$ cat src/hw/ntm_scalar_op_pkg.sv
// Operation codes, result conditions and the command word of the scalar unit
// Shared by the input side, the output side and the testbench

package ntm_scalar_op_pkg;

  ////////////////////////////////////////
  // Operation selection
  ////////////////////////////////////////

  // Scalar operations
  // MUL gives A*B mod M, EXP gives A^B mod M
  typedef enum logic {
    OP_MUL = 1'b0,
    OP_EXP = 1'b1
  } opcode_t;

  ////////////////////////////////////////
  // Result condition
  ////////////////////////////////////////

  // Reported with every READY
  typedef enum logic {
    ERR_NONE         = 1'b0,
    ERR_ZERO_MODULUS = 1'b1
  } error_t;

  ////////////////////////////////////////
  // Command toward the engines
  ////////////////////////////////////////

  // Opcode picks the listening engine
  // Start is a single-cycle pulse
  typedef struct packed {
    opcode_t opcode;
    logic    start;
  } command_t;

endpackage

$ cat src/hw/ntm_scalar_ctrl_pkg.sv
// FSM states of the arithmetic engines and the status word of the output side
// Engines and output side name these by package scope

package ntm_scalar_ctrl_pkg;

  ////////////////////////////////////////
  // Engine FSM states
  ////////////////////////////////////////

  // Bit-serial multiplier
  typedef enum logic [1:0] {
    MULT_IDLE = 2'd0,
    MULT_STEP = 2'd1,
    MULT_DONE = 2'd2
  } mult_state_t;

  // Square-and-multiply exponentiator
  typedef enum logic [1:0] {
    EXP_IDLE     = 2'd0,
    EXP_SQUARE   = 2'd1,
    EXP_MULTIPLY = 2'd2,
    EXP_DONE     = 2'd3
  } exp_state_t;

  ////////////////////////////////////////
  // Output status
  ////////////////////////////////////////

  // Held from one READY to the next
  typedef struct packed {
    logic                      done;
    ntm_scalar_op_pkg::error_t error_code;
  } status_t;

endpackage

$ cat src/hw/ntm_scalar_command.sv
// Input side of the scalar unit, accepts START while idle and latches operands
// Refuses a zero modulus, otherwise dispatches a command pulse to the engines
`timescale 1ns/1ns

module ntm_scalar_command #(
  parameter int DATA_SIZE = 16
) (
  input  logic                         CLK,
  input  logic                         RST,
  input  logic                         START,
  input  ntm_scalar_op_pkg::opcode_t   OPCODE,
  input  logic [DATA_SIZE-1:0]         MODULO_IN,
  input  logic [DATA_SIZE-1:0]         DATA_A_IN,
  input  logic [DATA_SIZE-1:0]         DATA_B_IN,
  input  logic                         RESULT_READY,
  output logic                         BUSY,
  output ntm_scalar_op_pkg::command_t  COMMAND,
  output logic                         REFUSE,
  output logic [DATA_SIZE-1:0]         MODULO_OUT,
  output logic [DATA_SIZE-1:0]         DATA_A_OUT,
  output logic [DATA_SIZE-1:0]         DATA_B_OUT
);

  // START counts only while idle
  logic accept;
  // The one place where a zero modulus is detected
  logic modulo_zero;

  assign accept      = START && !BUSY;
  assign modulo_zero = (MODULO_IN == '0);

  // Busy flag and single-cycle pulses
  always_ff @(posedge CLK or posedge RST) begin
    if (RST) begin
      BUSY    <= 1'b0;
      COMMAND <= '0;
      REFUSE  <= 1'b0;
    end else begin
      COMMAND.start <= 1'b0;
      REFUSE        <= 1'b0;
      if (accept) begin
        BUSY           <= 1'b1;
        COMMAND.opcode <= OPCODE;
        if (modulo_zero) begin
          REFUSE <= 1'b1;
        end else begin
          COMMAND.start <= 1'b1;
        end
      end else if (RESULT_READY) begin
        // Released right after the output side reports
        BUSY <= 1'b0;
      end
    end
  end

  // Operands stay put until the next accepted START
  always_ff @(posedge CLK) begin
    if (accept) begin
      MODULO_OUT <= MODULO_IN;
      DATA_A_OUT <= DATA_A_IN;
      DATA_B_OUT <= DATA_B_IN;
    end
  end

  // A pulse only leaves on the cycle BUSY rises, and never both kinds
  assert property (@(posedge CLK) disable iff (RST)
    (COMMAND.start || REFUSE) |-> ($rose(BUSY) && !(COMMAND.start && REFUSE)));

endmodule

$ cat src/hw/ntm_scalar_multiplier.sv
// Bit-serial interleaved modular multiplier, DATA_OUT = A*B mod M
// START pulse in, READY pulse out DATA_SIZE+2 cycles later, A must be below M
`timescale 1ns/1ns

module ntm_scalar_multiplier #(
  parameter int DATA_SIZE = 16
) (
  input  logic                 CLK,
  input  logic                 RST,
  input  logic                 START,
  output logic                 READY,
  input  logic [DATA_SIZE-1:0] MODULO_IN,
  input  logic [DATA_SIZE-1:0] DATA_A_IN,
  input  logic [DATA_SIZE-1:0] DATA_B_IN,
  output logic [DATA_SIZE-1:0] DATA_OUT
);

  localparam int CNT_W = $clog2(DATA_SIZE + 1);

  ntm_scalar_ctrl_pkg::mult_state_t state;
  logic [CNT_W-1:0]     bit_count;
  // B walked from its MSB
  logic [DATA_SIZE-1:0] b_shift;
  // One spare bit over DATA_SIZE
  logic [DATA_SIZE:0]   acc;
  // 2*acc + A stays below 3*M
  logic [DATA_SIZE+1:0] sum;
  logic [DATA_SIZE+1:0] sum_red1;
  logic [DATA_SIZE+1:0] sum_red2;
  logic [DATA_SIZE+1:0] modulo_ext;

  assign modulo_ext = {2'b00, MODULO_IN};

  ////////////////////////////////////////
  // One step of the interleaved product
  ////////////////////////////////////////

  always_comb begin
    sum      = {acc, 1'b0} + (b_shift[DATA_SIZE-1] ? {2'b00, DATA_A_IN} : '0);
    // Two compare-subtracts bring it back below M
    sum_red1 = (sum >= modulo_ext) ? sum - modulo_ext : sum;
    sum_red2 = (sum_red1 >= modulo_ext) ? sum_red1 - modulo_ext : sum_red1;
  end

  // Control path
  always_ff @(posedge CLK or posedge RST) begin
    if (RST) begin
      state     <= ntm_scalar_ctrl_pkg::MULT_IDLE;
      bit_count <= '0;
      READY     <= 1'b0;
    end else begin
      READY <= 1'b0;
      case (state)
        ntm_scalar_ctrl_pkg::MULT_IDLE: begin
          if (START) begin
            bit_count <= CNT_W'(DATA_SIZE - 1);
            state     <= ntm_scalar_ctrl_pkg::MULT_STEP;
          end
        end
        ntm_scalar_ctrl_pkg::MULT_STEP: begin
          bit_count <= bit_count - 1'b1;
          if (bit_count == '0) begin
            state <= ntm_scalar_ctrl_pkg::MULT_DONE;
          end
        end
        ntm_scalar_ctrl_pkg::MULT_DONE: begin
          READY <= 1'b1;
          state <= ntm_scalar_ctrl_pkg::MULT_IDLE;
        end
        default: state <= ntm_scalar_ctrl_pkg::MULT_IDLE;
      endcase
    end
  end

  // Datapath follows the FSM
  always_ff @(posedge CLK) begin
    case (state)
      ntm_scalar_ctrl_pkg::MULT_IDLE: begin
        if (START) begin
          acc     <= '0;
          b_shift <= DATA_B_IN;
        end
      end
      ntm_scalar_ctrl_pkg::MULT_STEP: begin
        acc     <= sum_red2[DATA_SIZE:0];
        b_shift <= b_shift << 1;
      end
      ntm_scalar_ctrl_pkg::MULT_DONE: DATA_OUT <= acc[DATA_SIZE-1:0];
      default: ;
    endcase
  end

  // Reduced accumulator through the whole run
  assert property (@(posedge CLK) disable iff (RST)
    (state != ntm_scalar_ctrl_pkg::MULT_IDLE) |-> (acc < {1'b0, MODULO_IN}));

  // Callers wait for READY before the next START
  assert property (@(posedge CLK) disable iff (RST)
    START |-> (state == ntm_scalar_ctrl_pkg::MULT_IDLE));

endmodule

$ cat src/hw/ntm_scalar_exponentiator.sv
// Left-to-right square-and-multiply exponentiator, DATA_OUT = A^B mod M
// Runs on one private multiplier, latency depends on the top set bit of B
`timescale 1ns/1ns

module ntm_scalar_exponentiator #(
  parameter int DATA_SIZE = 16
) (
  input  logic                 CLK,
  input  logic                 RST,
  input  logic                 START,
  output logic                 READY,
  input  logic [DATA_SIZE-1:0] MODULO_IN,
  input  logic [DATA_SIZE-1:0] DATA_A_IN,
  input  logic [DATA_SIZE-1:0] DATA_B_IN,
  output logic [DATA_SIZE-1:0] DATA_OUT
);

  localparam int CNT_W = $clog2(DATA_SIZE + 1);

  ntm_scalar_ctrl_pkg::exp_state_t state;
  ntm_scalar_ctrl_pkg::exp_state_t next_bit_state;
  logic [CNT_W-1:0]     bit_count;
  // Exponent, current bit at the MSB
  logic [DATA_SIZE-1:0] exponent;
  // Running power, always below M
  logic [DATA_SIZE-1:0] result;
  // Set once the first one bit of B is reached
  logic                 started;
  // Multiplication in flight
  logic                 waiting;
  logic                 mul_start;
  logic                 mul_ready;
  logic [DATA_SIZE-1:0] mul_b;
  logic [DATA_SIZE-1:0] mul_out;

  // Square uses result twice, multiply brings in A
  assign mul_b = (state == ntm_scalar_ctrl_pkg::EXP_MULTIPLY) ? DATA_A_IN : result;
  assign next_bit_state = (bit_count == '0) ? ntm_scalar_ctrl_pkg::EXP_DONE
                                            : ntm_scalar_ctrl_pkg::EXP_SQUARE;

  ntm_scalar_multiplier #(
    .DATA_SIZE(DATA_SIZE)
  ) multiplier_inst (
    .CLK(CLK),
    .RST(RST),
    .START(mul_start),
    .READY(mul_ready),
    .MODULO_IN(MODULO_IN),
    .DATA_A_IN(result),
    .DATA_B_IN(mul_b),
    .DATA_OUT(mul_out)
  );

  ////////////////////////////////////////
  // Square-and-multiply FSM
  ////////////////////////////////////////

  always_ff @(posedge CLK or posedge RST) begin
    if (RST) begin
      state     <= ntm_scalar_ctrl_pkg::EXP_IDLE;
      bit_count <= '0;
      exponent  <= '0;
      result    <= '0;
      started   <= 1'b0;
      waiting   <= 1'b0;
      mul_start <= 1'b0;
      READY     <= 1'b0;
      DATA_OUT  <= '0;
    end else begin
      READY     <= 1'b0;
      mul_start <= 1'b0;
      case (state)
        ntm_scalar_ctrl_pkg::EXP_IDLE: begin
          if (START) begin
            exponent  <= DATA_B_IN;
            bit_count <= CNT_W'(DATA_SIZE - 1);
            // 1 mod M, zero when M is one
            result    <= (MODULO_IN == DATA_SIZE'(1)) ? '0 : DATA_SIZE'(1);
            started   <= 1'b0;
            waiting   <= 1'b0;
            state     <= ntm_scalar_ctrl_pkg::EXP_SQUARE;
          end
        end
        ntm_scalar_ctrl_pkg::EXP_SQUARE: begin
          if (!started) begin
            // Leading zeros cost one cycle each, nothing to square yet
            if (exponent[DATA_SIZE-1]) begin
              started <= 1'b1;
              state   <= ntm_scalar_ctrl_pkg::EXP_MULTIPLY;
            end else begin
              exponent  <= exponent << 1;
              bit_count <= bit_count - 1'b1;
              state     <= next_bit_state;
            end
          end else if (!waiting) begin
            mul_start <= 1'b1;
            waiting   <= 1'b1;
          end else if (mul_ready) begin
            result  <= mul_out;
            waiting <= 1'b0;
            if (exponent[DATA_SIZE-1]) begin
              state <= ntm_scalar_ctrl_pkg::EXP_MULTIPLY;
            end else begin
              exponent  <= exponent << 1;
              bit_count <= bit_count - 1'b1;
              state     <= next_bit_state;
            end
          end
        end
        ntm_scalar_ctrl_pkg::EXP_MULTIPLY: begin
          if (!waiting) begin
            mul_start <= 1'b1;
            waiting   <= 1'b1;
          end else if (mul_ready) begin
            result    <= mul_out;
            waiting   <= 1'b0;
            exponent  <= exponent << 1;
            bit_count <= bit_count - 1'b1;
            state     <= next_bit_state;
          end
        end
        ntm_scalar_ctrl_pkg::EXP_DONE: begin
          READY    <= 1'b1;
          DATA_OUT <= result;
          state    <= ntm_scalar_ctrl_pkg::EXP_IDLE;
        end
        default: state <= ntm_scalar_ctrl_pkg::EXP_IDLE;
      endcase
    end
  end

  // No second multiplication until the first one has reported
  assert property (@(posedge CLK) disable iff (RST)
    mul_start |=> (!mul_start throughout mul_ready [->1]));

endmodule

$ cat src/hw/ntm_scalar_result.sv
// Output side of the scalar unit, captures the finishing engine or a refusal
// Registers DATA_OUT and STATUS and pulses READY for one cycle
`timescale 1ns/1ns

module ntm_scalar_result #(
  parameter int DATA_SIZE = 16
) (
  input  logic                          CLK,
  input  logic                          RST,
  input  logic                          MUL_READY,
  input  logic [DATA_SIZE-1:0]          MUL_DATA,
  input  logic                          EXP_READY,
  input  logic [DATA_SIZE-1:0]          EXP_DATA,
  input  logic                          REFUSE,
  output logic                          READY,
  output ntm_scalar_ctrl_pkg::status_t  STATUS,
  output logic [DATA_SIZE-1:0]          DATA_OUT
);

  // Values hold until the next finish
  always_ff @(posedge CLK or posedge RST) begin
    if (RST) begin
      READY    <= 1'b0;
      STATUS   <= '0;
      DATA_OUT <= '0;
    end else begin
      READY <= 1'b0;
      if (REFUSE) begin
        // Zero modulus, no engine ran
        READY    <= 1'b1;
        DATA_OUT <= '0;
        STATUS   <= '{done: 1'b1, error_code: ntm_scalar_op_pkg::ERR_ZERO_MODULUS};
      end else if (MUL_READY) begin
        READY    <= 1'b1;
        DATA_OUT <= MUL_DATA;
        STATUS   <= '{done: 1'b1, error_code: ntm_scalar_op_pkg::ERR_NONE};
      end else if (EXP_READY) begin
        READY    <= 1'b1;
        DATA_OUT <= EXP_DATA;
        STATUS   <= '{done: 1'b1, error_code: ntm_scalar_op_pkg::ERR_NONE};
      end
    end
  end

  // Only one command is ever in flight
  assert property (@(posedge CLK) disable iff (RST)
    $onehot0({MUL_READY, EXP_READY, REFUSE}));

endmodule

$ cat src/hw/ntm_scalar_unit.sv
// Scalar modular arithmetic unit, MUL and EXP under one START/READY pair
// Input side, two engines and output side, DATA_SIZE set here for all
`timescale 1ns/1ns

module ntm_scalar_unit #(
  parameter int DATA_SIZE = 16
) (
  input  logic                          CLK,
  input  logic                          RST,
  input  logic                          START,
  input  ntm_scalar_op_pkg::opcode_t    OPCODE,
  input  logic [DATA_SIZE-1:0]          MODULO_IN,
  input  logic [DATA_SIZE-1:0]          DATA_A_IN,
  input  logic [DATA_SIZE-1:0]          DATA_B_IN,
  output logic                          READY,
  output ntm_scalar_ctrl_pkg::status_t  STATUS,
  output logic [DATA_SIZE-1:0]          DATA_OUT,
  output logic                          BUSY
);

  ntm_scalar_op_pkg::command_t command;
  logic                 refuse;
  logic [DATA_SIZE-1:0] modulo;
  logic [DATA_SIZE-1:0] data_a;
  logic [DATA_SIZE-1:0] data_b;
  logic                 mul_start;
  logic                 mul_ready;
  logic [DATA_SIZE-1:0] mul_data;
  logic                 exp_start;
  logic                 exp_ready;
  logic [DATA_SIZE-1:0] exp_data;

  // Opcode steers the start pulse
  assign mul_start = command.start && (command.opcode == ntm_scalar_op_pkg::OP_MUL);
  assign exp_start = command.start && (command.opcode == ntm_scalar_op_pkg::OP_EXP);

  ////////////////////////////////////////
  // Input side
  ////////////////////////////////////////

  ntm_scalar_command #(
    .DATA_SIZE(DATA_SIZE)
  ) command_inst (
    .CLK(CLK),
    .RST(RST),
    .START(START),
    .OPCODE(OPCODE),
    .MODULO_IN(MODULO_IN),
    .DATA_A_IN(DATA_A_IN),
    .DATA_B_IN(DATA_B_IN),
    .RESULT_READY(READY),
    .BUSY(BUSY),
    .COMMAND(command),
    .REFUSE(refuse),
    .MODULO_OUT(modulo),
    .DATA_A_OUT(data_a),
    .DATA_B_OUT(data_b)
  );

  ////////////////////////////////////////
  // Engines
  ////////////////////////////////////////

  ntm_scalar_multiplier #(
    .DATA_SIZE(DATA_SIZE)
  ) multiplier_inst (
    .CLK(CLK),
    .RST(RST),
    .START(mul_start),
    .READY(mul_ready),
    .MODULO_IN(modulo),
    .DATA_A_IN(data_a),
    .DATA_B_IN(data_b),
    .DATA_OUT(mul_data)
  );

  ntm_scalar_exponentiator #(
    .DATA_SIZE(DATA_SIZE)
  ) exponentiator_inst (
    .CLK(CLK),
    .RST(RST),
    .START(exp_start),
    .READY(exp_ready),
    .MODULO_IN(modulo),
    .DATA_A_IN(data_a),
    .DATA_B_IN(data_b),
    .DATA_OUT(exp_data)
  );

  // Output side
  ntm_scalar_result #(
    .DATA_SIZE(DATA_SIZE)
  ) result_inst (
    .CLK(CLK),
    .RST(RST),
    .MUL_READY(mul_ready),
    .MUL_DATA(mul_data),
    .EXP_READY(exp_ready),
    .EXP_DATA(exp_data),
    .REFUSE(refuse),
    .READY(READY),
    .STATUS(STATUS),
    .DATA_OUT(DATA_OUT)
  );

endmodule

$ cat config.mk
export PLATFORM = sky130hd
export DESIGN_NAME = ntm_scalar_unit
export DESIGN_NICKNAME = d
export VERILOG_FILES = /design/src/hw/ntm_scalar_op_pkg.sv /design/src/hw/ntm_scalar_ctrl_pkg.sv /design/src/hw/ntm_scalar_command.sv /design/src/hw/ntm_scalar_multiplier.sv /design/src/hw/ntm_scalar_exponentiator.sv /design/src/hw/ntm_scalar_result.sv /design/src/hw/ntm_scalar_unit.sv
export SDC_FILE = /design/constraint.sdc
export NUM_CORES = 1
export LEC_CHECK = 0
export BUFFER_PORTS_ARGS = -buffer_cell sky130_fd_sc_hd__buf_2
export CORE_MARGIN = 4
export CORE_UTILIZATION = 45
export CTS_CLUSTER_SIZE = 12
export DETAILED_ROUTE_END_ITERATION = 7
export PLACE_DENSITY = 0.57
export SKIP_LAST_GASP = 1
export SLEW_MARGIN = 20
export SYNTH_ARGS = -nofsm -noshare
export SYNTH_HDL_FRONTEND = slang
export SYNTH_SLANG_ARGS = --single-unit
$ cat constraint.sdc
create_clock -name CLK -period 8.3 [get_ports CLK]
set_clock_uncertainty 0.1 [all_clocks]
set_input_delay 1.245 -clock CLK [delete_from_list [all_inputs] [get_ports CLK]]
set_output_delay 1.245 -clock CLK [all_outputs]
set_load 0.02 [all_outputs]
Yosys cells after proc, flatten, opt, wreduce, memory -nomap -nowiden:

Cells that the tools add are included.

* multiplexer cells: 85
* reduce and logical (&&, ||, !) cells: 25
* bitwise operators: 1
* $lt $le $gt $ge: 4
* $add $sub $neg: 9
* eq/ne operators: 18

Operators with widths (number)
* $mux 16: 19
* $pmux 16 s3: 2
* $ge 18x16->1: 4
* $mux 17: 4
* $pmux 17 s2: 2
* $pmux 16 s2: 2
* $mux 5: 9
* $add 18x18->18: 2
* $mux 18: 2
* $sub 18x16->18: 2
* $sub 17x16->17: 2
* $mux 2: 15
* $mux 1: 21
* $pmux 5 s2: 2
* $eq 16x1->1 const B: 1
* $logic_not 16->1: 1
* $logic_not 5->1: 3
* $pmux 5 s3: 1
* $sub 5x1->5 const B: 3
* $ne 2x2->1 const B: 5
* $reduce_and 2->1: 5
* $eq 2x2->1 const B: 4
* $pmux 2 s2: 2
* $pmux 2 s4: 1
* 14 further kinds: 28

* bits in registers: 244
* word-level logic and storage cells: 174
* output and inout port bits: 20

Longest topological paths before layout:

* depth after elaboration: 7
* depth in mapped cells: 33

Cells and area by module:

From an unflattened synthesis, not the netlist that was laid out.

* cells, all modules: 1521
* area total of the unflattened synthesis: 15627.5 um^2

Modules (own cells, without submodules)
* ntm_scalar_multiplier at multiplier_inst: sequential area each 1671.6 um^2, area each 5193.7 um^2, cells each 578, instances 1
* ntm_scalar_multiplier at exponentiator_inst.multiplier_inst: sequential area each 1671.6 um^2, area each 4936.0 um^2, cells each 532, instances 1
* ntm_scalar_exponentiator: sequential area each 1476.4 um^2, area each 2895.3 um^2, cells each 265, instances 1
* ntm_scalar_command: sequential area each 1541.5 um^2, area each 1630.3 um^2, cells each 64, instances 1
* ntm_scalar_result: sequential area each 475.5 um^2, area each 955.9 um^2, cells each 80, instances 1
* ntm_scalar_unit: sequential area each 0.0 um^2, area each 16.3 um^2, cells each 2, instances 1

Least setup slack after synthesis:

OpenSTA, ideal clock, no wires.

* kind: flip-flop to flip-flop
* start: register multiplier_inst.b_shift[15]
* end: register multiplier_inst.acc[1], data pin
* data required time: 7.944 ns
* slack: 1.080 ns
* arrival: 6.864 ns
* setup time: 0.256 ns
* cell stages (with the launch flop): 32
* cell sequence: edfxtp_1 > and2_1 > ha_1 > fa_1 > a211oi_2 > o211ai_2 > a31oi_4 > nand2b_4 > or2b_1 > a211oi_1 > a21oi_1 > ha_1 > a21o_1 > a21o_1 > a21oi_1 > o21ai_0 > nor2b_1 > nor4b_4 > buf_8 > mux2_4 > ha_1 > nor2b_1 > o21a_1 > o21ai_1 > a21oi_1 > o41ai_2 > a21oi_1 > nor4b_1 > a32oi_1 > buf_4 > buf_4 > o211a_1

* cells in the longest elaborated chain, start to end: 7

RTL lines
* start, declared: line ntm_scalar_multiplier.sv:23 `logic [DATA_SIZE-1:0] b_shift;`
* start signal, assigned: line ntm_scalar_multiplier.sv:86 `b_shift <= b_shift << 1;`
* $mux 16 (*): line ntm_scalar_multiplier.sv:39 `sum = {acc, 1'b0} + (b_shift[DATA_SIZE-1] ? {2'b00, DATA_A_IN} : '0);`
* $add 18x18->18 (*): line ntm_scalar_multiplier.sv:39
* $sub 18x16->18 or $ge 18x16->1 (tied branches): line ntm_scalar_multiplier.sv:41 `sum_red1 = (sum >= modulo_ext) ? sum - modulo_ext : sum;`
* $mux 18 (*): line ntm_scalar_multiplier.sv:41
* $sub 17x16->17 or $ge 18x16->1 (tied branches): line ntm_scalar_multiplier.sv:42 `sum_red2 = (sum_red1 >= modulo_ext) ? sum_red1 - modulo_ext : sum_red1;`
* $mux 17 (*): line ntm_scalar_multiplier.sv:42
* $pmux 17 s2 (*): line ntm_scalar_multiplier.sv:77 `case (state)`
* end signal, assigned: line ntm_scalar_multiplier.sv:85 `acc <= sum_red2[DATA_SIZE:0];`
* end, declared: line ntm_scalar_multiplier.sv:25 `logic [DATA_SIZE:0] acc;`

Mark *: on every way between the ends. The rest lies on a longest branch, timed or not.
A chain may end at the register's enable or synchronous reset.

Final worst setup path:

* start: register multiplier_inst.b_shift[15]
* end: register multiplier_inst.acc[8], data pin

Same word-level chain as after synthesis.

==> results summary <==
The area growth from synthesis to layout is 12.8%. The HPWL after detailed placement came out at 29.4 mm. Of all cell types, the one taking the most synthesized area is sky130_fd_sc_hd__edfxtp_1.

The number of clock sinks seen by CTS came out at 244. The post-synthesis area per instance came out at 10.2 um2. Synthesis produced a netlist whose cell count is 1489. Timing would allow up to 0.130 GHz. Yosys printed 0 warnings. The CTS tree is done. The first global-routing pass estimated 61.5 mm of wire. The number of antenna violations at the first check in global routing was 0. For the worst setup path, the data required time is 8480 ps.

The final wirelength is 39.5 mm. The post-layout minimum cycle time came out at 7710 ps. The number of global-route vias before repair came out at 10900. The remaining antenna violation count after routing is 0.

The via total after detailed routing came out at 11200. The count of cell types in the netlist came out at 82. The share of the yosys chip area belonging to registers came out at 0.450. The mean routed wirelength per cell is 19.4 um. In this run the vertical extent of the chip is 192 um. The largest stage delay on the critical path came out at 460 ps. The normalized max-slew margin is 0.355. The number of enable flip-flop cells after synthesis came out at 146.

The final cycle utilization of the critical path came out at 0.929. The largest driver fanout on the critical path came out at 19. The class of the most critical setup path is flop to flop. Ranked by total cell area, the synthesized netlist is headed by sky130_fd_sc_hd__edfxtp_1 29%, sky130_fd_sc_hd__dfrtp_1 16%, sky130_fd_sc_hd__ha_1 8.6%. The total congestion overflow after global routing is 0. The clock latency reported for the late side of the worst-skew pair is 560 ps. The setup slack of the worst register-to-register path came out at 590 ps. After detailed routing, the number of remaining DRC violations is 0. Setup repair after global routing left no endpoint under its margin. The x dimension of the die is 192 um.

The die covers 36800 um2. The setup total negative slack is 0 ps. Setup violations remaining at the end of the flow were counted as 0. In the synthesized netlist the dominant register cell turns out to be sky130_fd_sc_hd__edfxtp_1. The number of nets in the synthesized netlist is 1652. The number of detailed-routing iterations run before antenna repair is 5.

The share of cells above drive strength 1 came out at 0.140. The number of max-slew violations in the final report is 0. The number of buffers on the longest clock path is 3. The final layout contains 1730 nets. The share of synthesized flip-flops with an asynchronous set or reset is 0.402.

The path class of the lowest-slack min-delay path is flop to flop. The CTS H-tree depth is 1. The number of antenna cells inserted came out at 0. The number of hold violations in the final report is 0.

The effective utilization at floorplan is 0.455. In this run the clock root is driven by a sky130_fd_sc_hd__clkbuf_16. For this design, the slowest cell found on the critical path is sky130_fd_sc_hd__edfxtp_1. Routability-driven placement finished with a final weighted congestion of 0.948. The via-per-instance ratio came out at 5.49. After synthesis the cells add up to 15200 um2. The core outline area is 33400 um2. The maximum number of pins on one net before global-route repair is 71. In this run the count of I/O pins placed on the die edge is 72.

The run finished with clean final reports. The slew of the pin with the lowest slew margin came out at 967 ps. The number of buffers created by CTS is 28.

Across every metal layer, demand over resource in global routing totals 0.213. In this run, synthesis produced a sequential element count of 244. Input and output buffers added on the ports amount to 71.

The number of rows in the core area came out at 67. STA classifies the critical path endpoint as a flop. STA classifies the critical path startpoint as a flop. The number of buffers inserted by hold repair at cts came out at 0. Max-cap violations in this run came to 0. The share of Yosys cell area claimed by the top area cell type came out at 0.288. The clock transition at the registers of the reported paths is 60 ps. The data arrival time of the critical path came out at 7890 ps. The first-iteration detailed-routing DRC count is 660.
==> placed cells by master (no fill, tap or decap), types with 11 or more instances in the layout <==
| cell | Yosys | routed |
|---|---|---|
| sky130_fd_sc_hd__ha_1 | 105 | 105 |
| sky130_fd_sc_hd__mux2i_1 | 62 | 62 |
| sky130_fd_sc_hd__mux2_2 | 38 | 38 |
| sky130_fd_sc_hd__and3_1 | 11 | 11 |
| sky130_fd_sc_hd__nor3_1 | 23 | 23 |
| sky130_fd_sc_hd__mux2_4 | 11 | 11 |
| sky130_fd_sc_hd__buf_4 | 4 | 19 |
| sky130_fd_sc_hd__nand2b_1 | 12 | 12 |
| sky130_fd_sc_hd__o21a_1 | 19 | 19 |
| sky130_fd_sc_hd__nor2_1 | 152 | 151 |
| sky130_fd_sc_hd__a31oi_1 | 11 | 11 |
| sky130_fd_sc_hd__nand3_1 | 33 | 33 |
| sky130_fd_sc_hd__a211oi_1 | 14 | 14 |
| sky130_fd_sc_hd__nand2_1 | 144 | 144 |
| sky130_fd_sc_hd__edfxtp_1 | 146 | 146 |
| sky130_fd_sc_hd__nand4_1 | 13 | 13 |
| sky130_fd_sc_hd__clkbuf_16 | 0 | 28 |
| sky130_fd_sc_hd__inv_1 | 41 | 40 |
| sky130_fd_sc_hd__nor2b_1 | 40 | 37 |
| sky130_fd_sc_hd__dfrtp_1 | 98 | 97 |
| sky130_fd_sc_hd__buf_2 | 1 | 71 |
| sky130_fd_sc_hd__a21o_1 | 38 | 38 |
| sky130_fd_sc_hd__nor4_1 | 12 | 12 |
| sky130_fd_sc_hd__xor2_1 | 19 | 19 |
| sky130_fd_sc_hd__xnor2_1 | 53 | 53 |
| sky130_fd_sc_hd__a21oi_1 | 120 | 119 |
| sky130_fd_sc_hd__o21ai_0 | 73 | 73 |
| sky130_fd_sc_hd__and2_1 | 37 | 37 |
==> synthesized netlist by cell type (all sizes together) (13+ instances only) <==
cell type and number:
a211oi 16, a21o 39, a21oi 121, a31oi 15, and2 38, clkbuf 36, dfrtp 98, edfxtp 146
ha 105, inv 42, mux2 50, mux2i 62, nand2 144, nand2b 13, nand3 34, nand4 13
nor2 152, nor2b 40, nor3 23, o21a 19, o21ai 79, xnor2 53, xor2 20
==> critical path, delay by kind of cell (launching register included) <==
kind | cells | cell delay, ps
buf+inv | 2 | 430
compound gates | 15 | 2720
simple gates | 8 | 1460
fa+ha+maj | 5 | 1660
mux | 2 | 580
flops | 1 | 460
==> final timing paths <==
check / startpoint / to / cells after the start
min reg2reg: result_inst.READY$_DFF_PP0_ / command_inst.BUSY$_DFFE_PP0P_ / 1
max reg2reg: multiplier_inst.b_shift[15]$_DFFE_PP_ / multiplier_inst.acc[8]$_SDFFCE_PN0P_ / 32
max: multiplier_inst.b_shift[15]$_DFFE_PP_ / multiplier_inst.acc[8]$_SDFFCE_PN0P_ / 32
min in group asynchronous: RST / exponentiator_inst.result[13]$_DFFE_PP0P_ / 2
min: result_inst.READY$_DFF_PP0_ / command_inst.BUSY$_DFFE_PP0P_ / 1
max in group asynchronous: RST / multiplier_inst.READY$_DFF_PP0_ / 3
==> logic make-up after synthesis <==
family,count (synthesis),synth area share
buf+inv,87,0.0233
mux,112,0.0806
simple gates,515,0.163
xor+xnor,73,0.0425
flops,244,0.450
compound gates,347,0.146
fa+ha+maj,111,0.0943
==> metal layers <==
| metal | wire length, um | vias to the layer above | global-route usage |
|---|---|---|---|
| li1 | - | 5581 | - |
| met3 | 1760 | 44 | 0.0273 |
| met2 | 18000 | 239 | 0.347 |
| met5 | 0 | - | 0 |
| met1 | 18800 | 5313 | 0.308 |
| met4 | 876 | 0 | 0.0442 |
==> stage by stage <==
step	util	hold WS (ps)	cells	setup WS, ps	instance area (um2)
after floorplan	-	324	1489	1080	15200
after global placement	0.482	327	1983	541	16100
after detailed placement	0.482	338	1983	367	16100
after CTS	0.511	343	2035	269	17100
after global routing	0.513	355	2037	27.1	17100
final	0.513	341	2037	590	17100
==> cell type report <==
class / count / area (um2)
clock buffer: 38 / 788
fill: 3033 / 16300
tap: 448 / 561
clock inverter: 14 / 195
sequential: 244 / 6840
timing repair buffer: 93 / 549
multi-input combinational: 1158 / 8060
inverter: 42 / 160
==> flip-flops by register name, indices dropped and copies added, names as in the netlist, 2 cells and up <==
register,cells
result_inst.STATUS,2
multiplier_inst.DATA_OUT,16
exponentiator_inst.state,2
exponentiator_inst.multiplier_inst.bit_count,5
exponentiator_inst.multiplier_inst.b_shift,16
multiplier_inst.state,2
multiplier_inst.acc,17
command_inst.MODULO_OUT,16
command_inst.DATA_B_OUT,16
exponentiator_inst.multiplier_inst.state,2
result_inst.DATA_OUT,16
exponentiator_inst.bit_count,5
command_inst.COMMAND,2
command_inst.DATA_A_OUT,16
exponentiator_inst.result,16
exponentiator_inst.DATA_OUT,16
multiplier_inst.bit_count,5
exponentiator_inst.multiplier_inst.acc,17
exponentiator_inst.multiplier_inst.DATA_OUT,16
exponentiator_inst.exponent,16
multiplier_inst.b_shift,16
==> timing repair <==
item / 4_1_cts / 5_1_grt
gates resized for setup: 0 / 4
endpoints found under the setup margin: 0 / 17
buffers inserted: 0 / 1
Power is left out: the tool's default activity adds up to more than one toggle a clock period on the data nets, which glitch-free logic cannot reach.
